===== src/logic/fx_core_pkg.sv =====
`default_nettype none

package fx_core_pkg;

	////////////////////////////////////////
	// datapath sizes
	////////////////////////////////////////
	localparam int data_width     = 64; // gpr and result width
	localparam int reg_addr_width = 5;
	localparam int num_regs       = 32;
	localparam int imm_width      = 16; // d-form immediate
	localparam int cr_field_width = 4;  // lt gt eq so
	localparam int fx_latency     = 2;  // operand valid to writeback valid

	////////////////////////////////////////
	// instruction encodings
	////////////////////////////////////////

	// fixed point operations
	typedef enum logic [2:0] {
		OP_ADD  = 3'd0, // a + b
		OP_SUBF = 3'd1, // b - a, power style subtract from
		OP_AND  = 3'd2,
		OP_OR   = 3'd3,
		OP_XOR  = 3'd4,
		OP_CMP  = 3'd5  // signed compare into cr0, no gpr write
	} fx_opcode_e;

	// where operand b comes from
	typedef enum logic {
		SRC_REG = 1'b0, // gpr rb
		SRC_IMM = 1'b1  // sign extended immediate
	} operand_src_e;

endpackage

`default_nettype wire

===== src/logic/writeback_if.sv =====
`timescale 1ns/1ns
`default_nettype none

// result path back into the register unit
interface writeback_if;

	logic                                    valid;    // gpr write plus pending clear
	logic [fx_core_pkg::reg_addr_width-1:0]  addr;
	logic [fx_core_pkg::data_width-1:0]      data;
	logic                                    cr_valid; // cr field 0 write
	logic [fx_core_pkg::cr_field_width-1:0]  cr_field;

	modport producer (output valid, addr, data, cr_valid, cr_field);

	modport consumer (input valid, addr, data, cr_valid, cr_field);

endinterface

`default_nettype wire


===== src/logic/operand_if.sv =====
`timescale 1ns/1ns
`default_nettype none

// one issued instruction, register unit to fx unit
interface operand_if;

	logic                                    valid;         // one cycle strobe
	fx_core_pkg::fx_opcode_e                 opcode;
	logic [fx_core_pkg::data_width-1:0]      operand_a;     // ra value or zero
	logic [fx_core_pkg::data_width-1:0]      operand_b;     // rb or imm
	logic [fx_core_pkg::reg_addr_width-1:0]  target_addr;   // rt
	logic                                    target_enable; // low for compares

	// no ready, the fx unit takes one item every cycle
	modport issuer (
		output valid, opcode, operand_a, operand_b, target_addr, target_enable
	);

	modport executor (
		input valid, opcode, operand_a, operand_b, target_addr, target_enable
	);

endinterface

`default_nettype wire


===== src/logic/fx_issue_top.sv =====
`timescale 1ns/1ns
`default_nettype none

module fx_issue_top (
	input  logic                                    clock_i,
	input  logic                                    reset_i,
	input  logic                                    issue_valid_i,
	input  fx_core_pkg::fx_opcode_e                 opcode_i,
	input  logic [fx_core_pkg::reg_addr_width-1:0]  ra_i,
	input  logic [fx_core_pkg::reg_addr_width-1:0]  rb_i,
	input  logic [fx_core_pkg::reg_addr_width-1:0]  rt_i,
	input  logic [fx_core_pkg::imm_width-1:0]       imm_i,
	input  fx_core_pkg::operand_src_e               b_src_i,
	input  logic                                    ra_zero_i,
	input  logic                                    ldst_wb_valid_i,
	input  logic [fx_core_pkg::reg_addr_width-1:0]  ldst_wb_addr_i,
	input  logic [fx_core_pkg::data_width-1:0]      ldst_wb_data_i,
	output logic                                    stall_o,
	output logic                                    wb_valid_o,
	output logic [fx_core_pkg::reg_addr_width-1:0]  wb_addr_o,
	output logic [fx_core_pkg::data_width-1:0]      wb_data_o,
	output logic [fx_core_pkg::cr_field_width-1:0]  cr0_o
);

	operand_if   op_if (); // register unit to fx unit
	writeback_if wb_if (); // fx unit back to register unit

	register_unit register_unit_i (
		.clock_i         (clock_i),
		.reset_i         (reset_i),
		.issue_valid_i   (issue_valid_i),
		.opcode_i        (opcode_i),
		.ra_i            (ra_i),
		.rb_i            (rb_i),
		.rt_i            (rt_i),
		.imm_i           (imm_i),
		.b_src_i         (b_src_i),
		.ra_zero_i       (ra_zero_i),
		.ldst_wb_valid_i (ldst_wb_valid_i),
		.ldst_wb_addr_i  (ldst_wb_addr_i),
		.ldst_wb_data_i  (ldst_wb_data_i),
		.stall_o         (stall_o),
		.cr0_o           (cr0_o),
		.op              (op_if.issuer),
		.wb              (wb_if.consumer)
	);

	fx_unit fx_unit_i (
		.clock_i (clock_i),
		.reset_i (reset_i),
		.op      (op_if.executor),
		.wb      (wb_if.producer)
	);

	// gpr writeback visible outside
	assign wb_valid_o = wb_if.valid;
	assign wb_addr_o  = wb_if.addr;
	assign wb_data_o  = wb_if.data;

endmodule

`default_nettype wire


===== src/logic/fx_unit.sv =====
`timescale 1ns/1ns
`default_nettype none

module fx_unit (
	input  logic         clock_i,
	input  logic         reset_i,
	operand_if.executor  op,
	writeback_if.producer wb
);

	// stage 1 state
	logic                                    s1_valid_q;
	logic                                    s1_write_q;  // gpr target
	logic                                    s1_cmp_q;    // cr0 target
	logic [fx_core_pkg::reg_addr_width-1:0]  s1_addr_q;
	logic [fx_core_pkg::data_width-1:0]      s1_result_q;
	logic [fx_core_pkg::cr_field_width-1:0]  s1_flags_q;

	logic [fx_core_pkg::data_width-1:0]      result;
	logic [fx_core_pkg::cr_field_width-1:0]  flags;

	////////////////////////////////////////
	// stage 1 alu
	////////////////////////////////////////
	always_comb begin
		case (op.opcode)
			fx_core_pkg::OP_ADD:  result = op.operand_a + op.operand_b;
			fx_core_pkg::OP_SUBF: result = op.operand_b - op.operand_a; // subtract from
			fx_core_pkg::OP_AND:  result = op.operand_a & op.operand_b;
			fx_core_pkg::OP_OR:   result = op.operand_a | op.operand_b;
			fx_core_pkg::OP_XOR:  result = op.operand_a ^ op.operand_b;
			default:              result = '0;
		endcase
	end

	// lt gt eq, so stays 0 with no xer
	assign flags = {$signed(op.operand_a) < $signed(op.operand_b),
		$signed(op.operand_a) > $signed(op.operand_b),
		op.operand_a == op.operand_b,
		1'b0};

	always_ff @(posedge clock_i) begin
		if (reset_i) begin
			s1_valid_q <= 1'b0;
		end else begin
			s1_valid_q <= op.valid;
		end
	end

	always_ff @(posedge clock_i) begin
		if (op.valid) begin
			s1_write_q  <= op.target_enable;
			s1_cmp_q    <= (op.opcode == fx_core_pkg::OP_CMP);
			s1_addr_q   <= op.target_addr;
			s1_result_q <= result;
			s1_flags_q  <= flags;
		end
	end

	////////////////////////////////////////
	// stage 2 writeback register
	////////////////////////////////////////
	always_ff @(posedge clock_i) begin
		if (reset_i) begin
			wb.valid    <= 1'b0;
			wb.cr_valid <= 1'b0;
		end else begin
			wb.valid    <= s1_valid_q && s1_write_q;
			wb.cr_valid <= s1_valid_q && s1_cmp_q; // compare goes to cr0 only
		end
	end

	always_ff @(posedge clock_i) begin
		wb.addr     <= s1_addr_q;
		wb.data     <= s1_result_q;
		wb.cr_field <= s1_flags_q;
	end

	a_wb_exclusive: assert property (@(posedge clock_i) disable iff (reset_i)
		!(wb.valid && wb.cr_valid))
		else $error("gpr and cr writeback in the same cycle");

	// fixed pipeline depth, every issued op comes out
	a_fixed_latency: assert property (@(posedge clock_i) disable iff (reset_i)
		op.valid |-> ##(fx_core_pkg::fx_latency) (wb.valid || wb.cr_valid))
		else $error("fx result missing %0d cycles after issue", fx_core_pkg::fx_latency);

endmodule

`default_nettype wire


===== src/logic/register_unit.sv =====
`timescale 1ns/1ns
`default_nettype none

module register_unit (
	input  logic                                    clock_i,
	input  logic                                    reset_i,
	// issue side
	input  logic                                    issue_valid_i,
	input  fx_core_pkg::fx_opcode_e                 opcode_i,
	input  logic [fx_core_pkg::reg_addr_width-1:0]  ra_i,
	input  logic [fx_core_pkg::reg_addr_width-1:0]  rb_i,
	input  logic [fx_core_pkg::reg_addr_width-1:0]  rt_i,
	input  logic [fx_core_pkg::imm_width-1:0]       imm_i,
	input  fx_core_pkg::operand_src_e               b_src_i,
	input  logic                                    ra_zero_i,  // ra value or zero form
	// load/store writeback
	input  logic                                    ldst_wb_valid_i,
	input  logic [fx_core_pkg::reg_addr_width-1:0]  ldst_wb_addr_i,
	input  logic [fx_core_pkg::data_width-1:0]      ldst_wb_data_i,
	output logic                                    stall_o,
	output logic [fx_core_pkg::cr_field_width-1:0]  cr0_o,
	operand_if.issuer                               op,
	writeback_if.consumer                           wb
);

	logic [fx_core_pkg::data_width-1:0] gpr_q [fx_core_pkg::num_regs]; // general registers

	logic                               ra_is_zero; // r0 substituted with 0
	logic                               read_rb;
	logic                               hazard;
	logic                               accept;
	logic [fx_core_pkg::data_width-1:0] a_value;
	logic [fx_core_pkg::data_width-1:0] b_value;
	logic [fx_core_pkg::data_width-1:0] imm_ext;

	////////////////////////////////////////
	// operand select and stall
	////////////////////////////////////////
	assign ra_is_zero = ra_zero_i && (ra_i == '0);
	assign read_rb    = (b_src_i == fx_core_pkg::SRC_REG);
	assign imm_ext    = {
		{(fx_core_pkg::data_width - fx_core_pkg::imm_width){imm_i[fx_core_pkg::imm_width-1]}},
		imm_i};

	assign a_value = ra_is_zero ? '0 : gpr_q[ra_i];
	assign b_value = read_rb ? gpr_q[rb_i] : imm_ext;

	assign stall_o = issue_valid_i & hazard; // combinational, no forwarding
	assign accept  = issue_valid_i & ~hazard;

	pending_scoreboard pending_scoreboard_i (
		.clock_i        (clock_i),
		.reset_i        (reset_i),
		.check_ra_i     (~ra_is_zero),
		.check_rb_i     (read_rb),
		.ra_i           (ra_i),
		.rb_i           (rb_i),
		.rt_i           (rt_i),
		.set_i          (accept && (opcode_i != fx_core_pkg::OP_CMP)), // cmp has no gpr target
		.set_addr_i     (rt_i),
		.clear_a_i      (wb.valid),
		.clear_a_addr_i (wb.addr),
		.clear_b_i      (ldst_wb_valid_i),
		.clear_b_addr_i (ldst_wb_addr_i),
		.hazard_o       (hazard)
	);

	////////////////////////////////////////
	// issue register
	////////////////////////////////////////
	always_ff @(posedge clock_i) begin
		if (reset_i)
			op.valid <= 1'b0;
		else
			op.valid <= accept; // high the cycle after acceptance
	end

	always_ff @(posedge clock_i) begin
		if (accept) begin
			op.opcode        <= opcode_i;
			op.operand_a     <= a_value;
			op.operand_b     <= b_value;
			op.target_addr   <= rt_i;
			op.target_enable <= (opcode_i != fx_core_pkg::OP_CMP);
		end
	end

	////////////////////////////////////////
	// writeback into gpr and cr
	////////////////////////////////////////
	always_ff @(posedge clock_i) begin
		if (reset_i) begin
			for (int i = 0; i < fx_core_pkg::num_regs; i++)
				gpr_q[i] <= '0;
			cr0_o <= '0;
		end else begin
			if (ldst_wb_valid_i)
				gpr_q[ldst_wb_addr_i] <= ldst_wb_data_i;
			if (wb.valid)
				gpr_q[wb.addr] <= wb.data; // later write, fx port wins a collision
			if (wb.cr_valid)
				cr0_o <= wb.cr_field;
		end
	end

	// a stalled instruction waits in place until accepted
	a_stall_holds_issue: assert property (@(posedge clock_i) disable iff (reset_i)
		stall_o |=> issue_valid_i
			&& $stable({opcode_i, ra_i, rb_i, rt_i, imm_i, b_src_i, ra_zero_i}))
		else $error("issue inputs changed while stalled");

	// both writeback ports on one register, fx result kept
	a_wb_port_collision: assert property (@(posedge clock_i) disable iff (reset_i)
		!(wb.valid && ldst_wb_valid_i && (wb.addr == ldst_wb_addr_i)))
		else $warning("fx and load/store writeback both hit r%0d", wb.addr);

endmodule

`default_nettype wire


===== src/logic/pending_scoreboard.sv =====
`timescale 1ns/1ns
`default_nettype none

module pending_scoreboard (
	input  logic                                    clock_i,
	input  logic                                    reset_i,
	input  logic                                    check_ra_i,     // ra actually read
	input  logic                                    check_rb_i,     // rb actually read
	input  logic [fx_core_pkg::reg_addr_width-1:0]  ra_i,
	input  logic [fx_core_pkg::reg_addr_width-1:0]  rb_i,
	input  logic [fx_core_pkg::reg_addr_width-1:0]  rt_i,
	input  logic                                    set_i,          // accepted, rt now in flight
	input  logic [fx_core_pkg::reg_addr_width-1:0]  set_addr_i,
	input  logic                                    clear_a_i,      // fx unit writeback
	input  logic [fx_core_pkg::reg_addr_width-1:0]  clear_a_addr_i,
	input  logic                                    clear_b_i,      // load/store writeback
	input  logic [fx_core_pkg::reg_addr_width-1:0]  clear_b_addr_i,
	output logic                                    hazard_o
);

	logic [fx_core_pkg::num_regs-1:0] pending_q; // one bit per gpr

	always_ff @(posedge clock_i) begin
		if (reset_i) begin
			pending_q <= '0; // nothing in flight
		end else begin
			if (clear_b_i)
				pending_q[clear_b_addr_i] <= 1'b0;
			if (clear_a_i)
				pending_q[clear_a_addr_i] <= 1'b0;
			if (set_i)
				pending_q[set_addr_i] <= 1'b1; // last assignment, set beats clear
		end
	end

	// raw on sources, waw on target
	assign hazard_o = (check_ra_i & pending_q[ra_i])
		| (check_rb_i & pending_q[rb_i])
		| pending_q[rt_i];

	// fx results only ever come back for registers marked at issue
	a_fx_clear_was_pending: assert property (@(posedge clock_i) disable iff (reset_i)
		clear_a_i |-> pending_q[clear_a_addr_i])
		else $error("fx writeback to r%0d which was not pending", clear_a_addr_i);

endmodule

`default_nettype wire


===== config.mk =====
export PLATFORM = sky130hd
export DESIGN_NAME = fx_issue_top
export DESIGN_NICKNAME = d
export VERILOG_FILES = /design/src/logic/fx_core_pkg.sv /design/src/logic/writeback_if.sv /design/src/logic/operand_if.sv /design/src/logic/fx_issue_top.sv /design/src/logic/fx_unit.sv /design/src/logic/register_unit.sv /design/src/logic/pending_scoreboard.sv
export SDC_FILE = /design/constraint.sdc
export NUM_CORES = 2
export LEC_CHECK = 0
export BUFFER_PORTS_ARGS = -buffer_cell sky130_fd_sc_hd__buf_2
export CAP_MARGIN = 20
export CORE_MARGIN = 2
export CORE_UTILIZATION = 40
export DETAILED_ROUTE_END_ITERATION = 10
export PLACE_DENSITY = 0.61
export SYNTH_ARGS = -nofsm -noshare
export SYNTH_HDL_FRONTEND = slang
export SYNTH_SLANG_ARGS = --single-unit

===== constraint.sdc =====
create_clock -name clock_i -period 12.69 [get_ports clock_i]
set_input_delay 1.269 -clock clock_i [delete_from_list [all_inputs] [get_ports clock_i]]
set_output_delay 1.269 -clock clock_i [all_outputs]
set_load 0.01 [all_outputs]

==> metrics.cfg <==
[outcome]
status=complete, no violations

[place]
place_hpwl_um=333000
numPortBuffers=182
routabilityCongestion=0.996

[critical_path]
cp-start-kind=register
slowest_stage=or4_1
max_stage_delay_ns=0.61
criticalPathCategory=reg2reg
critPathRequiredTime_ns=13.33
path_cells=or4_1, nor3_1, nand4_1, nor2_1, inv_1, nor2_1, nand2_1, o31ai_1, xnor2_1, ha_1, and4_1, nor2b_1, nand2_1, or3_1, o21ai_1, a221o_1, mux2_2, o21ai_0, o221ai_1
cp_max_fo=9
cp-end-kind=register
crit_arrival_ns=7.10

[synth]
async_flop_share_pct=0
synth_edf_count=2259
synth_xor_xnor_area_share_pct=0.762
ys_ff_latch=2370
synth_warnings=0
yosysSeqAreaShare_pct=51.7
synth_area_leader_cell=edfxtp_1
synth_fa_ha_area_share_pct=2.38
post_synth.cell_area_avg_sq_um=15.2
synth_area_leaders=edfxtp_1, mux4_2, a22o_1
synthCells=8888
synthesis.nets=9254
synth_common_cells=edfxtp_1, a22o_1, mux4_2
synth_flop_cell=edfxtp_1
synth_top_family_by_area=multiplexers
synth.area.mux_share_pct=22.4
mappedNetlistArea_sq_um=135000
synth-simple-area-share_pct=2.62
synth_compound_area_share_pct=16.2
yosysTopAreaCellShare_pct=50.1
ys_types=82
yosysMostFrequentCell=edfxtp_1

[timing]
min_period_ns=6.46
drv_slew=0
hold_viol=0
worst_pin_slew_ns=1.32
fmax_ghz=0.155
slew_headroom_pct=12.1
fin_setup_tns_ns=0
skew_ns=0.0625
rsz0062_at_grt=false
setup_viol=0
period_share_pct=50.9

[floorplanning]
core_area_sq_um=337000
row_count=213
die-area_sq_um=343000
fp.dieW_um=586
initial_core_util_pct=40.2
fp.dieH_um=586
pin_count=184

[route]
met2_length_um=254000
routed_wl_um=601000
drtAntennaViolNets=0
vias_per_cell=7.68
first_iter_violations=20470
m1WireLength_um=201000
dr_total_vias=101528
top_layer=met5
drc=0
firstDrtPassIters=7
wl_met3_um=101000
wl_per_cell_um=45.5

[clocking]
cts_tree=done
clock_latency_ns=0.95
cts_buffers=269
postCtsSetupRepairBufs=0
cts_sinks=2370
cts_root_buf=clkbuf_16
cts_hold_buf=0
cts.clk_slew.worst_paths_ns=0.06
cts_max_path_buffers=4
cts_resized=0
h-tree-depth=5

[power]
p_leak_uw=0.0523
ir_drop_v=0.0000921
p_per_area_nw_per_um2=135

[global_route]
grt_usage_pct=34.3
grt_max_degree=107
grt_overflow=0
grt_pass1_vias=98105
grt_pass1_wl_um=812000
antenna_found_initial=67

[finish]
final_core_util_pct=44.4
drive_above_1_share_pct=27.1
area_growth_pct=10.5
fin_nets=8852

[job]
cap_viol_max_count=0

[min_path]
hp-class=reg2reg

## logic make-up after synthesis
logic type | Yosys count
xor gates and xnor gates | 117
adders and majority gates | 257
and+or+nand+nor | 726
muxes | 1398
AOI/OAI and AO/OA | 2620
other | 1
buffers and inverters | 1399
DFF | 2370
## power breakdown
| group | leakage [uW] | switching (uW) | internal, uW |
|---|---|---|---|
| logic | 0.0240 | 1910 | 1110 |
| clock network | 0.00418 | 3420 | 4510 |
| registers | 0.0241 | 249 | 8950 |
| total | 0.0523 | 5580 | 14600 |
## layer usage
layer	up-vias	track usage [%]
met5	-	0.294
met3	2480	14.4
met2	10411	48.9
li1	36612	-
met4	50	21.3
met1	51975	43.1
## layout by cell type (no fill, tap or decap), types with 16 or more instances in the layout
cell type / n
a211oi_1: 56
a21o_1: 42
a21oi_1: 109
a22o_1: 2048
a22oi_1: 65
buf_2: 171
buf_4: 322
bufinv_16: 20
clkbuf_1: 49
clkbuf_16: 278
clkbuf_8: 16
clkinv_1: 48
clkinv_2: 32
dfxtp_1: 110
diode_2: 28
edfxtp_1: 2259
ha_1: 256
inv_1: 201
mux2i_1: 90
mux4_2: 1307
nand2_1: 140
nand3_1: 20
nand4_1: 24
nor2_1: 244
nor2_4: 35
nor2b_1: 63
nor3_1: 21
nor3_2: 25
nor4_1: 16
o21ai_0: 87
o21bai_1: 29
o221ai_1: 45
o22ai_1: 25
or3_4: 32
xnor2_1: 98
xor2_1: 18
## metrics by stage
step / power (uW) / hold WS [ns] / std cells / cell area [sq um] / worst slack [ns]
global route: 20500 / 0.327 / 13207 / 150000 / 5.88
finish: 20200 / 0.306 / 13227 / 150000 / 6.23
floorplan: 11200 / 0.323 / 8888 / 135000 / 6.14
global placement: 12200 / 0.324 / 12717 / 141000 / 6.30
detailed placement: 12300 / 0.327 / 12720 / 141000 / 6.33
CTS: 20000 / 0.308 / 13189 / 149000 / 6.31
## final timing paths
path	from	end	slack, ns	cells past startpoint
worst max-delay path	register_unit_i.op.operand_a[20]$_SDFFCE_PP0P_	fx_unit_i.s1_result_q[61]$_DFFE_PP_	6.23	19
worst min-delay path	fx_unit_i.s1_result_q[39]$_DFFE_PP_	fx_unit_i.wb.data[39]$_DFF_P_	0.31	0
worst max register to register	register_unit_i.op.operand_a[20]$_SDFFCE_PP0P_	fx_unit_i.s1_result_q[61]$_DFFE_PP_	6.23	19
worst min register to register	fx_unit_i.s1_result_q[39]$_DFFE_PP_	fx_unit_i.wb.data[39]$_DFF_P_	0.31	0
## cell type report
cell class	count	area [sq um]
Inverter	201	754
Clock buffer	342	7350
Clock inverter	127	1220
Multi-Input combinational cell	5119	60700
Fill cell	29198	187000
Sequential cell	2370	70100
Timing Repair Buffer	525	3900
Tap cell	4515	5650
Antenna cell	28	70.1
## registers in the layout (all words and copies together), names as in the netlist, 5 cells and up
| signal | count |
|---|---|
| register_unit_i.op.operand_b | 64 |
| register_unit_i.pending_scoreboard_i.pending_q | 32 |
| fx_unit_i.wb.addr | 5 |
| register_unit_i.gpr_q | 2048 |
| register_unit_i.op.target_addr | 5 |
| register_unit_i.op.operand_a | 64 |
| fx_unit_i.s1_result_q | 64 |
| fx_unit_i.s1_addr_q | 5 |
| fx_unit_i.wb.data | 64 |
## critical path: cells and delay by family (launching register included)
kind                       cells  cell delay [ns]
AOI/OAI and AO/OA              5             1.26
xor gates and xnor gates       1             0.12
adders and majority gates      1             0.47
buffers and inverters          1             0.09
DFF                            1             0.47
muxes                          1             0.34
and+or+nand+nor               10             3.43
No activity file was read; power rests on OpenSTA's default activity.
